`config.mk`:
```
export PLATFORM = sky130hd
export DESIGN_NAME = mmu_l1
export DESIGN_NICKNAME = d
export VERILOG_FILES = /design/src/hdl/mmu_pkg.sv /design/src/hdl/pri_encoder.sv /design/src/hdl/pmp_check.sv /design/src/hdl/l1_tlb.sv /design/src/hdl/mmu_l1.sv
export VERILOG_INCLUDE_DIRS = /design/src /design/src/hdl
export SDC_FILE = /design/constraint.sdc
export NUM_CORES = 2
export LEC_CHECK = 0
export BUFFER_PORTS_ARGS = -buffer_cell sky130_fd_sc_hd__buf_2
export CELL_PAD_IN_SITES_DETAIL_PLACEMENT = 1
export CELL_PAD_IN_SITES_GLOBAL_PLACEMENT = 2
export CORE_ASPECT_RATIO = 1.75
export CORE_MARGIN = 4
export CORE_UTILIZATION = 40
export DETAILED_ROUTE_END_ITERATION = 6
export PLACE_DENSITY = 0.83
export SYNTH_ARGS = -nofsm -noshare
export SYNTH_HDL_FRONTEND = slang
export SYNTH_SLANG_ARGS = --single-unit
```
`constraint.sdc`:
```
create_clock -name clk -period 7.9 [get_ports clk]
set_input_delay 0.79 -clock clk [delete_from_list [all_inputs] [get_ports clk]]
set_output_delay 0.79 -clock clk [all_outputs]
set_load 0.005 [all_outputs]
```
`src/hdl/mmu_macros.svh`:
```
`ifndef MMU_MACROS_SVH
`define MMU_MACROS_SVH

// Address widths
`define VADDR_SIZE 32
`define PADDR_SIZE 32
`define PAGE_OFFSET 12

// Two page-number levels of 10 bits, level 1 on top
`define VPN_PART 10
`define TLB_PN 2
`define VPN_SIZE (`TLB_PN * `VPN_PART)
`define PPN_SIZE (`PADDR_SIZE - `PAGE_OFFSET)

// Default number of entries per TLB
`define TLB_DEPTH 16

`define PMP_REGIONS 4

// Uncached window, 0x1000_0000 up to 0x1fff_ffff, as page number and mask
`define UC_BASE 20'h1_0000
`define UC_MASK 20'hf_0000

`endif

```
`src/hdl/mmu_pkg.sv`:
```
`include "mmu_macros.svh"

package mmu_pkg;

    typedef logic [`VADDR_SIZE-1:0] vaddr_t;
    typedef logic [`PADDR_SIZE-1:0] paddr_t;

    // Level 1 in the upper VPN_PART bits
    typedef logic [`VPN_SIZE-1:0] vpn_t;
    typedef logic [`PPN_SIZE-1:0] ppn_t;

    typedef enum logic [1:0] {
        PRIV_U = 2'd0,
        PRIV_S = 2'd1,
        PRIV_M = 2'd3
    } priv_t;

    // Sv32 PTE order, v in bit 0
    typedef struct packed {
        logic g;
        logic u;
        logic x;
        logic w;
        logic r;
        logic v;
    } pte_flags_t;

    // Same order as a pmpcfg byte, r in bit 0
    typedef struct packed {
        logic x;
        logic w;
        logic r;
    } pmp_perm_t;

    typedef struct packed {
        vpn_t       vpn;
        ppn_t       ppn;
        pte_flags_t flags;
        logic       superpage;
        logic       exc;
    } tlb_entry_t;

    typedef enum logic [1:0] {
        IDLE,
        FENCE,
        FENCE_ALL,
        FENCE_END
    } fence_state_t;

    typedef enum logic {
        FETCH,
        LOAD
    } access_t;

endpackage

```
`src/hdl/pri_encoder.sv`:
```
module pri_encoder #(
    parameter int WIDTH = 16,
    localparam int IDX_W = (WIDTH > 1) ? $clog2(WIDTH) : 1
) (
    input  logic [WIDTH-1:0] vec,
    output logic [IDX_W-1:0] idx
);

    // Scan downwards so the lowest set bit is the last one written
    always_comb begin
        idx = '0;
        for (int i = WIDTH - 1; i >= 0; i--) begin
            if (vec[i]) begin
                idx = IDX_W'(i);
            end
        end
    end

endmodule

```
`src/hdl/pmp_check.sv`:
```
`include "mmu_macros.svh"

module pmp_check (
    input  mmu_pkg::ppn_t      ppn,
    input  mmu_pkg::access_t   access,
    input  mmu_pkg::ppn_t      pmp_base [`PMP_REGIONS],
    input  mmu_pkg::ppn_t      pmp_mask [`PMP_REGIONS],
    input  mmu_pkg::pmp_perm_t pmp_perm [`PMP_REGIONS],
    output logic               pmp_fault,
    output logic               uncache
);

    logic [`PMP_REGIONS-1:0] match;
    mmu_pkg::pmp_perm_t      sel_perm;
    logic                    any_match;

    for (genvar i = 0; i < `PMP_REGIONS; i++) begin : g_region
        mmu_pkg::ppn_t mask_inv;
        logic          enabled;

        // Region with no permission bits is switched off
        assign enabled = (pmp_perm[i] != '0);
        assign mask_inv = ~pmp_mask[i];
        assign match[i] = enabled &&
                          ((ppn & pmp_mask[i]) == (pmp_base[i] & pmp_mask[i]));

        // Inverted mask must be a run of ones from bit 0 upwards
        always_comb begin
            if (enabled) begin
                a_mask_contig: assert ((mask_inv & (mask_inv + 1'b1)) == '0)
                    else $error("pmp region %0d has a mask that is not contiguous", i);
            end
        end
    end

    // Lowest matching region wins
    always_comb begin
        sel_perm = '0;
        any_match = 1'b0;
        for (int i = `PMP_REGIONS - 1; i >= 0; i--) begin
            if (match[i]) begin
                sel_perm = pmp_perm[i];
                any_match = 1'b1;
            end
        end
    end

    assign pmp_fault = any_match &&
                       ((access == mmu_pkg::FETCH) ? !sel_perm.x : !sel_perm.r);

    assign uncache = ((ppn & `UC_MASK) == `UC_BASE);

endmodule

```
`src/hdl/l1_tlb.sv`:
```
`include "mmu_macros.svh"

module l1_tlb #(
    parameter int               DEPTH  = `TLB_DEPTH,
    parameter mmu_pkg::access_t ACCESS = mmu_pkg::FETCH
) (
    input  logic                      clk,
    input  logic                      rst,
    // Lookup
    input  logic                      req,
    input  mmu_pkg::vaddr_t           vaddr,
    output logic                      miss,
    output logic                      exception,
    output logic                      uncache,
    output mmu_pkg::paddr_t           paddr,
    // Refill
    input  logic                      we,
    input  logic [$clog2(DEPTH)-1:0]  widx,
    input  mmu_pkg::vaddr_t           wvaddr,
    input  mmu_pkg::ppn_t             wppn,
    input  mmu_pkg::pte_flags_t       wflags,
    input  logic                      wsuper,
    // Fence
    input  logic                      fence_valid,
    input  logic                      fence_all,
    input  mmu_pkg::vaddr_t           fence_vaddr,
    output logic                      fence_ready,
    // Shared control
    input  mmu_pkg::priv_t            priv,
    input  logic                      satp_on,
    input  logic                      sum,
    input  logic                      mxr,
    input  mmu_pkg::ppn_t             pmp_base [`PMP_REGIONS],
    input  mmu_pkg::ppn_t             pmp_mask [`PMP_REGIONS],
    input  mmu_pkg::pmp_perm_t        pmp_perm [`PMP_REGIONS]
);

    localparam int IDX_W = $clog2(DEPTH);

    mmu_pkg::tlb_entry_t   entries [DEPTH];
    logic [DEPTH-1:0]      valid;
    mmu_pkg::tlb_entry_t   new_entry;

    mmu_pkg::fence_state_t fence_state;
    mmu_pkg::vpn_t         fence_vpn;
    logic                  fence_we;
    logic                  fence_end_hold;
    logic [IDX_W-1:0]      walk_idx;
    logic [DEPTH-1:0]      hit_q;
    logic [IDX_W-1:0]      hit_q_idx;
    logic                  fence_inv;
    logic [IDX_W-1:0]      fence_idx;

    mmu_pkg::vpn_t         req_vpn;
    mmu_pkg::vpn_t         lookup_vpn;
    logic [DEPTH-1:0]      hit;
    logic [IDX_W-1:0]      hit_idx;
    mmu_pkg::tlb_entry_t   hit_entry;
    mmu_pkg::ppn_t         trans_ppn;
    mmu_pkg::ppn_t         check_ppn;
    logic                  bypass;
    logic                  hit_ok;
    logic                  load_exc;
    logic                  perm_exc;
    logic                  pmp_fault;
    logic                  pmp_uncache;

    assign req_vpn = vaddr[`VADDR_SIZE-1:`PAGE_OFFSET];
    // Fence borrows the match logic for one cycle
    assign lookup_vpn = (fence_state == mmu_pkg::FENCE) ? fence_vpn : req_vpn;
    assign bypass = (priv == mmu_pkg::PRIV_M) || !satp_on;

    for (genvar i = 0; i < DEPTH; i++) begin : g_match
        logic [`TLB_PN-1:0] pn_eq;
        logic [`TLB_PN-1:0] pn_skip;

        for (genvar l = 0; l < `TLB_PN; l++) begin : g_level
            assign pn_eq[l] = (entries[i].vpn[l*`VPN_PART +: `VPN_PART] ==
                               lookup_vpn[l*`VPN_PART +: `VPN_PART]);
        end
        // Superpage ignores level 0
        assign pn_skip = {{(`TLB_PN-1){1'b0}}, entries[i].superpage};
        assign hit[i] = valid[i] && (&(pn_eq | pn_skip));
    end

    pri_encoder #(.WIDTH(DEPTH)) hit_enc (
        .vec (hit),
        .idx (hit_idx)
    );

    assign hit_entry = entries[hit_idx];
    assign trans_ppn = hit_entry.superpage ?
                       {hit_entry.ppn[`PPN_SIZE-1:`VPN_PART], req_vpn[`VPN_PART-1:0]} :
                       hit_entry.ppn;
    assign check_ppn = bypass ? mmu_pkg::ppn_t'(req_vpn) : trans_ppn;

    pmp_check pmp (
        .ppn       (check_ppn),
        .access    (ACCESS),
        .pmp_base  (pmp_base),
        .pmp_mask  (pmp_mask),
        .pmp_perm  (pmp_perm),
        .pmp_fault (pmp_fault),
        .uncache   (pmp_uncache)
    );

    // mxr may change after refill, so loads check r/x here
    if (ACCESS == mmu_pkg::LOAD) begin : g_load_perm
        assign load_exc = !hit_entry.flags.r && !(hit_entry.flags.x && mxr);
    end else begin : g_fetch_perm
        assign load_exc = 1'b0;
    end

    assign perm_exc = ((priv == mmu_pkg::PRIV_U) && !hit_entry.flags.u) ||
                      ((priv == mmu_pkg::PRIV_S) && !sum && hit_entry.flags.u) ||
                      hit_entry.exc || load_exc || pmp_fault;

    // A busy fence turns every translated request into a miss
    assign hit_ok = (|hit) && fence_ready;

    always_ff @(posedge clk or posedge rst) begin
        if (rst) begin
            miss <= 1'b0;
            exception <= 1'b0;
            uncache <= 1'b0;
        end else if (req) begin
            miss <= !bypass && !hit_ok;
            exception <= !bypass && hit_ok && perm_exc;
            uncache <= pmp_uncache && (bypass || hit_ok);
        end else begin
            miss <= 1'b0;
            exception <= 1'b0;
            uncache <= 1'b0;
        end
    end

    always_ff @(posedge clk) begin
        if (req) begin
            paddr <= bypass ? vaddr : {trans_ppn, vaddr[`PAGE_OFFSET-1:0]};
        end
    end

    always_comb begin
        new_entry.vpn = wvaddr[`VADDR_SIZE-1:`PAGE_OFFSET];
        new_entry.ppn = wppn;
        new_entry.flags = wflags;
        new_entry.superpage = wsuper;
        new_entry.exc = (ACCESS == mmu_pkg::FETCH) && !wflags.x;
    end

    assign fence_inv = fence_we && ((fence_state == mmu_pkg::FENCE_ALL) || (|hit_q));
    assign fence_idx = (fence_state == mmu_pkg::FENCE_ALL) ? walk_idx : hit_q_idx;

    // Refill is dropped when a fence clears an entry in the same cycle
    always_ff @(posedge clk) begin
        if (we && !fence_inv) begin
            entries[widx] <= new_entry;
        end
    end

    always_ff @(posedge clk or posedge rst) begin
        if (rst) begin
            valid <= '0;
        end else if (fence_inv) begin
            valid[fence_idx] <= 1'b0;
        end else if (we) begin
            valid[widx] <= 1'b1;
        end
    end

    always_ff @(posedge clk) begin
        hit_q <= hit;
    end

    pri_encoder #(.WIDTH(DEPTH)) fence_enc (
        .vec (hit_q),
        .idx (hit_q_idx)
    );

    assign fence_ready = (fence_state == mmu_pkg::IDLE);

    always_ff @(posedge clk) begin
        if (fence_valid && fence_ready) begin
            fence_vpn <= fence_vaddr[`VADDR_SIZE-1:`PAGE_OFFSET];
        end
    end

    // FENCE_END lasts two cycles for both kinds of fence
    always_ff @(posedge clk or posedge rst) begin
        if (rst) begin
            fence_state <= mmu_pkg::IDLE;
            fence_we <= 1'b0;
            fence_end_hold <= 1'b0;
            walk_idx <= '0;
        end else begin
            case (fence_state)
                mmu_pkg::IDLE: begin
                    if (fence_valid) begin
                        walk_idx <= '0;
                        if (fence_all) begin
                            fence_we <= 1'b1;
                            fence_state <= mmu_pkg::FENCE_ALL;
                        end else begin
                            fence_state <= mmu_pkg::FENCE;
                        end
                    end
                end
                mmu_pkg::FENCE: begin
                    fence_we <= 1'b1;
                    fence_end_hold <= 1'b1;
                    fence_state <= mmu_pkg::FENCE_END;
                end
                mmu_pkg::FENCE_ALL: begin
                    walk_idx <= walk_idx + 1'b1;
                    if (walk_idx == IDX_W'(DEPTH - 1)) begin
                        fence_we <= 1'b0;
                        fence_end_hold <= 1'b1;
                        fence_state <= mmu_pkg::FENCE_END;
                    end
                end
                mmu_pkg::FENCE_END: begin
                    fence_we <= 1'b0;
                    fence_end_hold <= 1'b0;
                    if (!fence_end_hold) begin
                        fence_state <= mmu_pkg::IDLE;
                    end
                end
                default: begin
                    fence_state <= mmu_pkg::IDLE;
                end
            endcase
        end
    end

    a_refill_idx: assert property (@(posedge clk) disable iff (rst)
        we |-> (widx < DEPTH))
        else $error("refill index out of range");

    a_fence_idx: assert property (@(posedge clk) disable iff (rst)
        fence_inv |-> (fence_idx < DEPTH))
        else $error("fence index out of range");

    a_miss_exc: assert property (@(posedge clk) disable iff (rst)
        !(miss && exception))
        else $error("miss and exception both high");

endmodule

```
`src/hdl/mmu_l1.sv`:
```
`include "mmu_macros.svh"

module mmu_l1 (
    input  logic                          clk,
    input  logic                          rst,
    // Instruction side
    input  logic                          i_req,
    input  mmu_pkg::vaddr_t               i_vaddr,
    output logic                          i_miss,
    output logic                          i_exception,
    output logic                          i_uncache,
    output mmu_pkg::paddr_t               i_paddr,
    input  logic                          i_we,
    input  logic [$clog2(`TLB_DEPTH)-1:0] i_widx,
    input  mmu_pkg::vaddr_t               i_wvaddr,
    input  mmu_pkg::ppn_t                 i_wppn,
    input  mmu_pkg::pte_flags_t           i_wflags,
    input  logic                          i_wsuper,
    input  logic                          i_fence_valid,
    input  logic                          i_fence_all,
    input  mmu_pkg::vaddr_t               i_fence_vaddr,
    output logic                          i_fence_ready,
    // Data side
    input  logic                          d_req,
    input  mmu_pkg::vaddr_t               d_vaddr,
    output logic                          d_miss,
    output logic                          d_exception,
    output logic                          d_uncache,
    output mmu_pkg::paddr_t               d_paddr,
    input  logic                          d_we,
    input  logic [$clog2(`TLB_DEPTH)-1:0] d_widx,
    input  mmu_pkg::vaddr_t               d_wvaddr,
    input  mmu_pkg::ppn_t                 d_wppn,
    input  mmu_pkg::pte_flags_t           d_wflags,
    input  logic                          d_wsuper,
    input  logic                          d_fence_valid,
    input  logic                          d_fence_all,
    input  mmu_pkg::vaddr_t               d_fence_vaddr,
    output logic                          d_fence_ready,
    // Control shared by both TLBs
    input  mmu_pkg::priv_t                priv,
    input  logic                          satp_on,
    input  logic                          sum,
    input  logic                          mxr,
    input  mmu_pkg::ppn_t                 pmp_base [`PMP_REGIONS],
    input  mmu_pkg::ppn_t                 pmp_mask [`PMP_REGIONS],
    input  mmu_pkg::pmp_perm_t            pmp_perm [`PMP_REGIONS]
);

    l1_tlb #(.DEPTH(`TLB_DEPTH), .ACCESS(mmu_pkg::FETCH)) itlb (
        .clk (clk), .rst (rst),
        .req (i_req), .vaddr (i_vaddr),
        .miss (i_miss), .exception (i_exception),
        .uncache (i_uncache), .paddr (i_paddr),
        .we (i_we), .widx (i_widx), .wvaddr (i_wvaddr),
        .wppn (i_wppn), .wflags (i_wflags), .wsuper (i_wsuper),
        .fence_valid (i_fence_valid), .fence_all (i_fence_all),
        .fence_vaddr (i_fence_vaddr), .fence_ready (i_fence_ready),
        .priv (priv), .satp_on (satp_on), .sum (sum), .mxr (mxr),
        .pmp_base (pmp_base), .pmp_mask (pmp_mask), .pmp_perm (pmp_perm)
    );

    l1_tlb #(.DEPTH(`TLB_DEPTH), .ACCESS(mmu_pkg::LOAD)) dtlb (
        .clk (clk), .rst (rst),
        .req (d_req), .vaddr (d_vaddr),
        .miss (d_miss), .exception (d_exception),
        .uncache (d_uncache), .paddr (d_paddr),
        .we (d_we), .widx (d_widx), .wvaddr (d_wvaddr),
        .wppn (d_wppn), .wflags (d_wflags), .wsuper (d_wsuper),
        .fence_valid (d_fence_valid), .fence_all (d_fence_all),
        .fence_vaddr (d_fence_vaddr), .fence_ready (d_fence_ready),
        .priv (priv), .satp_on (satp_on), .sum (sum), .mxr (mxr),
        .pmp_base (pmp_base), .pmp_mask (pmp_mask), .pmp_perm (pmp_perm)
    );

endmodule

```
# Yosys cells after proc, flatten, opt, wreduce, memory -nomap -nowiden
# Memory sizes are Yosys's and may differ from the RTL's.
# Cells that the tools add are included.
[classes] n_bitwise=50 order_cmp=8 add_sub_neg=2 muxes=138 n_eq_ne=92 n_reduce_logical=152
[op_table] op="10-bit equality test" count=64
[op_table] op="4-bit two-way mux" count=68
[op_table] op="20-bit AND" count=12
[op_table] op="20-bit equality test" count=8
[op_table] op="20-bit two-way mux" count=4
[op_table] op="2-bit AND reduction" count=36
[op_table] op="1-bit logical AND" count=69
[op_table] op="16-bit two-way mux" count=4
[op_table] op="32-bit two-way mux" count=2
[op_table] op="2-bit by 1-bit OR with 2-bit output" count=32
[op_table] op="16-bit OR reduction" count=4
[op_table] op="1-bit two-way mux" count=34
[op_table] op="16-bit AND" count=2
[op_table] op="16-bit NOT" count=2
[op_table] op="16-bit OR" count=2
[op_table] op="4-bit by 5-bit less-than comparator with 1-bit output (second input constant)" count=4
[op_table] op="10-bit two-way mux" count=2
[op_table] op="3-bit nonzero test" count=6
[op_table] op="1-bit demux with 4-bit select" count=4
[op_table] op="4-bit by 1-bit greater-or-equal comparator with 1-bit output (second input constant)" count=4
[op_table] op="2-bit two-way mux" count=8
[op_table] op="2-bit inequality test (second input constant)" count=8
[op_table] op="2-bit one-hot mux with 4 select lines" count=2
[op_table] op="4-bit one-hot mux with 2 select lines" count=2
[op_table] op="14 further kinds" count=59
[word_totals] inputBits=441 ff_bits=190 output_inout_bits=72 memories=2 mem_bits_rw=1520
[memory_table] memory="itlb.entries" depth=16 word_bits=48 rd=17 rd_ports_with_merged_regs=0 write_ports=1 line_no="l1_tlb.sv:40" text="mmu_pkg::tlb_entry_t entries [DEPTH];"
[memory_table] memory="dtlb.entries" depth=16 word_bits=47 rd=17 rd_ports_with_merged_regs=0 write_ports=1 line_no="l1_tlb.sv:40"

# Longest topological paths before layout
# An unclocked memory read counts as a cell.
[logic_depth] depth_word=37 ltp_mapped=27

# Modules after synthesis
# Synthesis repeated with hierarchy kept, for this count alone.
[unflattened] cells_unflattened=3642 area_unflattened_um2=66272.3
[by_module_without_submodules] module="l1_tlb (dtlb)" n_inst=1 area_each_um2=31801.8 cells_each=1613
[by_module_without_submodules] module="l1_tlb (itlb)" n_inst=1 area_each_um2=31322.5 cells_each=1593
[by_module_without_submodules] module="pmp_check" n_inst=2 area_each_um2=1216.2 cells_each=156
[by_module_without_submodules] module="pri_encoder" n_inst=4 area_each_um2=178.9 cells_each=31

# Worst setup path after synthesis
# Ideal clock, no wire load.
[synth_timing] path_kind="register to register" from="register itlb.fence_state[0]" to="memory itlb.entries[0][0] (netlist name) (enable)" path_stages_with_launch=10 period_less_slack_ns=5.672 arrival_time_ns=5.173 path_buffers=0 slack_ns=2.228 t_required_ns=7.400 cell_sequence="dfrtp_1 > inv_1 > ha_1 > or4_1 > or2_2 > nand3b_1 > nand2_1 > nand2_1 > or3_1 > nor3_1"
[synth_via] elab_chain_cells=7
[synth_rtl] item="start, declared" line_no="l1_tlb.sv:44" text="mmu_pkg::fence_state_t fence_state;"
[synth_rtl] item="start signal, assigned" line_no="l1_tlb.sv:191" text="fence_state <= mmu_pkg::IDLE;"
[synth_rtl] item="start signal, assigned" line_no="l1_tlb.sv:202" text="fence_state <= mmu_pkg::FENCE_ALL;"
[synth_rtl] item="start signal, assigned" line_no="l1_tlb.sv:204" text="fence_state <= mmu_pkg::FENCE;"
[synth_rtl] item="2-bit equality test" line_no="l1_tlb.sv:151" text="assign fence_inv = fence_we && ((fence_state == mmu_pkg::FENCE_ALL) || (|hit_q));"
[synth_rtl] item="1-bit logical OR" line_no="l1_tlb.sv:151"
[synth_rtl] item="1-bit logical AND" line_no="l1_tlb.sv:151"
[synth_rtl] item="1-bit logical NOT" line_no="l1_tlb.sv:156" text="if (we && !fence_inv) begin"
[synth_rtl] item="1-bit logical AND" line_no="l1_tlb.sv:156"
[synth_rtl] item="1-bit two-way mux" line_no="l1_tlb.sv:156"
[synth_rtl] item="1-bit two-way mux (not written as such)" line_no="l1_tlb.sv:157" text="entries[widx] <= new_entry;"
[synth_rtl] item="end, declared" line_no="l1_tlb.sv:40"
# Every way passes these cells.

# Final worst setup path
[layout_timing] from="register itlb.fence_state[1]" to="register itlb.exception"
[layout_via] elab_chain_cells=37
[layout_rtl] item="2-bit by 1-bit equality test with 1-bit output" line_no="l1_tlb.sv:70" text="assign lookup_vpn = (fence_state == mmu_pkg::FENCE) ? fence_vpn : req_vpn;"
[layout_rtl] item="20-bit two-way mux" line_no="l1_tlb.sv:70"
[layout_rtl] item="10-bit equality test" line_no="l1_tlb.sv:78" text="assign pn_eq[l] = (entries[i].vpn[l*`VPN_PART +: `VPN_PART] =="
[layout_rtl] item="2-bit by 1-bit OR with 2-bit output" line_no="l1_tlb.sv:83" text="assign hit[i] = valid[i] && (&(pn_eq | pn_skip));"
[layout_rtl] item="2-bit AND reduction" line_no="l1_tlb.sv:83"
[layout_rtl] item="1-bit logical AND" line_no="l1_tlb.sv:83"
[layout_rtl] item="4-bit two-way mux (16 in series)" line_no="pri_encoder.sv:13" text="if (vec[i]) begin"
[layout_rtl] item="memory 16 x 48 bit"
[layout_rtl] item="[... 3 more ...]"
[layout_rtl] item="20-bit equality test" line_no="pmp_check.sv:25" text="((ppn & pmp_mask[i]) == (pmp_base[i] & pmp_mask[i]));"
[layout_rtl] item="1-bit logical AND" line_no="pmp_check.sv:24" text="assign match[i] = enabled &&"
[layout_rtl] item="3-bit two-way mux (4 in series)" line_no="pmp_check.sv:41" text="if (match[i]) begin"
[layout_rtl] item="1-bit logical NOT" line_no="pmp_check.sv:49" text="((access == mmu_pkg::FETCH) ? !sel_perm.x : !sel_perm.r);"
[layout_rtl] item="1-bit logical AND" line_no="pmp_check.sv:48" text="assign pmp_fault = any_match &&"
[layout_rtl] item="1-bit logical OR" line_no="l1_tlb.sv:116" text="hit_entry.exc || load_exc || pmp_fault;"
[layout_rtl] item="1-bit logical AND *" line_no="l1_tlb.sv:128" text="exception <= !bypass && hit_ok && perm_exc;"
[layout_rtl] item="1-bit two-way mux *" line_no="l1_tlb.sv:126" text="end else if (req) begin"
[layout_rtl] item="end signal, assigned" line_no="l1_tlb.sv:128"
[layout_rtl] item="end, declared" line_no="l1_tlb.sv:13" text="output logic exception,"
# Every way passes the cells marked *; elsewhere a longest branch is shown, timed or not.
# A chain may end at the register's enable or synchronous reset.

==> results.tsv <==
stage	metric	value	unit
logic_synthesis	ys_types	112	
logic_synthesis	ys_seq_area_share	64.5	%
sta	hold_viol	0	
layout	fin_area	0.0865	mm^2
placement	hpwl	233000	um
clock_tree	clk_latency	0.83	ns
sta	setup_viol	0	
clock_tree	cts_tree	yes	
layout	utilization	47.9	%
detailed_routing	wl_per_cell	35.2	um
pwr	p_total	21.3	mW
logic_synthesis	synth_cells	5268	
floorplanning	fp.dieH	572	um
setup_path	reg2reg_slack	0.16	ns
logic_synthesis	ys_ff_latch	1582	
logic_synthesis	async_reset_ff_share	3.41	%
worst_hold_path	hold_path.class	input port to flop	
setup_path	critPathSlowestCell	a41oi_1	
layout	multi_input_comb_area	0.0247	mm^2
sta	finalCritPeriodShare	97.9	%
layout	final_common_cell	edfxtp_1	
sta	slew_headroom	28.0	%
detailed_routing	dr_total_vias	52900	
layout	final-seq-area	0.0469	mm^2
sta	fmax	0.129	GHz
detailed_routing	first_pass_iters	5	
floorplanning	ios	513	
setup_path	path_buf_inv	5	
sta	skew	0.0485	ns
pwr	powerDensity	246	mW/mm^2
clock_tree	htreeDepth	4	
setup_path	cp-start-kind	flop	
logic_synthesis	syn_nets	5719	
logic_synthesis	synth_compound_area_share	7.95	%
clock_tree	clock-sinks	1582	
setup_path	worst-setup-path-type	flop to flop	
logic_synthesis	syn_avg_cell_area	13.8	um^2
logic_synthesis	synth_warnings	0	
floorplanning	core_area	0.180	mm^2
layout	fill_cells	18300	
layout	drive_gt1_share	21.3	%
sta	worst_pin_slew	1.08	ns
job	cap_viol_max_count	0	
clock_tree	numCtsBuffers	155	
detailed_routing	drtIter0Drc	5937	
floorplanning	initial_core_util	40.3	%
floorplanning	die_area	0.189	mm^2
clock_tree	max-clock-path-buffers	4	
grt	antenna_found_initial	169	
layout	mostFrequentLayoutCells	1496 x edfxtp_1, 575 x xnor2_1, 460 x buf_4, 457 x buf_2, 385 x nand2_1	
setup_path	required	8.64	ns
detailed_routing	viasPerCell	6.00	
sta	finalHoldWorstSlack	0.131	ns
layout	nNetsFinal	6652	
pwr	peakVddDrop	0.000340	V
placement	portBuffers	457	
detailed_routing	totalWireLength	310000	um
clock_tree	cts.reportedPaths.clkPinSlew	0.07	ns
clock_tree	root_buffer	clkbuf_16	
sta	finalCriticalPeriod	7.74	ns
grt	grt_util_all_layers	32.0	%
floorplanning	row_count	206	
sta	slew_violations	0	
logic_synthesis	synth_edf_count	1496	
setup_path	critPathMaxStageDelay	0.73	ns
logic_synthesis	synth_area	0.0728	mm^2
grt	grt_max_degree	46	
placement	dpl_cell_area	0.0810	mm^2
setup_path	critical-path-top-delay-family	compound AO/OA/AOI/OAI gates	
logic_synthesis	ys.flop_type	edfxtp_1	
setup_path	path_max_fanout	20	
detailed_routing	drcViolationCount	0	
placement	place.gp.congestion	0.989	
grt	overflow	0	
setup_path	cp.arrival	8.48	ns
logic_synthesis	synth_xor_area_share	8.58	%
logic_synthesis	synth_top_family_by_area	simple AND/OR/NAND/NOR gates	
detailed_routing	antenna_left	0	
outcome	status	completed	
floorplanning	die_w	330	um
setup_path	cp-end-kind	flop	
logic_synthesis	synthSimpleGateAreaFrac	10.8	%
grt	grt_pass1_wl	420000	um
logic_synthesis	synth-adder-area-share	0.172	%
grt	grt_pass1_vias	54500	
logic_synthesis	synthMuxAreaShare	6.01	%
layout	area_delta_synth_final	18.9	%
pwr	leakage	29.5	nW
-- timing repair --
| action | CTS | global route |
|---|---|---|
| buffers inserted | 0 | 34 |
| setup endpoints to repair | 0 | 2 |
| resized for setup | 0 | 5 |
| hold buffers | 1 | 0 |
| endpoints found under the hold margin | 12 | 0 |
-- Yosys cell counts (11+ instances only) --
cell	instances	share of area, %
a2111oi_0	17	0.20
a211oi_1	55	0.57
a21o_1	17	0.18
a21oi_1	111	0.76
a221oi_1	19	0.23
a22o_1	12	0.14
a22oi_1	27	0.28
a311oi_1	15	0.18
a31oi_1	35	0.30
a32oi_1	11	0.13
a41oi_1	33	0.40
and2_1	25	0.21
and3_1	53	0.46
buf_2	31	0.21
buf_4	41	0.42
buf_6	35	0.54
clkbuf_1	64	0.33
dfrtp_1	54	1.9
dfxtp_1	32	0.88
edfxtp_1	1496	62
inv_1	86	0.44
mux2_2	30	0.46
mux2i_1	303	4.2
mux2i_4	39	1.2
nand2_1	386	2.0
nand2b_1	36	0.31
nand3_1	225	1.5
nand3b_1	13	0.13
nand4_1	47	0.40
nor2_1	273	1.4
nor2b_1	46	0.40
nor3_1	128	0.88
nor3b_1	18	0.19
nor4_1	133	1.1
nor4b_1	60	0.72
o2111ai_1	11	0.13
o211ai_1	20	0.21
o21ai_0	107	0.74
o221ai_1	19	0.23
o22a_1	32	0.39
o22ai_1	60	0.52
o31ai_1	14	0.14
or3_1	24	0.21
xnor2_1	575	6.9
xor2_1	138	1.7
-- logic make-up (layout without fill, tap and decap cells) --
group,count (synthesis),after routing
flip-flops,1582,1582
AND/OR/NAND/NOR,1536,1536
AO/OA/AOI/OAI,782,782
XOR/XNOR,713,713
multiplexers,380,380
buffers and inverters,265,1306
adder cells (fa/ha/maj),10,10
other,0,118
-- flip-flops by register name (all words and copies together), names as in the netlist, 2 cells and up --
name	cells
itlb.walk_idx	4
itlb.hit_q	16
dtlb.entries	704
itlb.valid	16
itlb.fence_state	2
dtlb.valid	16
itlb.fence_vpn	20
dtlb.paddr	32
dtlb.fence_state	2
dtlb.walk_idx	4
dtlb.hit_q	16
dtlb.fence_vpn	20
itlb.entries	688
itlb.paddr	32
-- path summary, 6_finish.rpt --
check / startpoint / endpoint / cells past startpoint
worst max-delay path: itlb.fence_state[1]$_DFFE_PP0P_ / itlb.exception$_DFF_PP0_ / 25
worst min-delay path: i_fence_vaddr[17] / itlb.fence_vpn[5]$_DFFE_PP_ / 1
worst max register to register: itlb.fence_state[1]$_DFFE_PP0P_ / itlb.exception$_DFF_PP0_ / 25
worst min register to register: dtlb.valid[8]$_DFFE_PP0P_ / dtlb.valid[8]$_DFFE_PP0P_ / 1
max in group asynchronous: rst / itlb.valid[8]$_DFFE_PP0P_ / 4
min in group asynchronous: rst / dtlb.fence_we$_DFFE_PP0P_ / 3
-- layout make-up --
cell class                 instances  area share, %
antenna                          118          0.341
clock buffer                     192           4.78
clock inverter                    73          0.758
inverter                          87          0.378
multi-input combinational       3421           28.6
sequential                      1582           54.2
tap                             2392           3.46
timing repair buffer             954           7.48
-- through the flow --
| step | setup slack (ns) | setup TNS, ns | std cells |
|---|---|---|---|
| CTS | 0.114 | 0 | 8667 |
| floorplan | 2.23 | 0 | 5268 |
| global placement | 0.377 | 0 | 8401 |
| finish | 0.163 | 0 | 8819 |
| global route | -0.0718 | -0.0718 | 8715 |
| detailed placement | 0.181 | 0 | 8401 |
-- where the power goes --
part / internal (mW) / switching, mW
Combinational: 1.67 / 2.65
Sequential: 9.50 / 0.225
Clock: 4.05 / 3.24
Total: 15.2 / 6.11
-- per-layer routing --
layer	routed length [um]	track usage, %
met5	569	0
met4	27700	23.1
met3	34200	10.9
met2	147000	53.1
met1	101000	34.0
No activity file was read; power rests on OpenSTA's default activity.
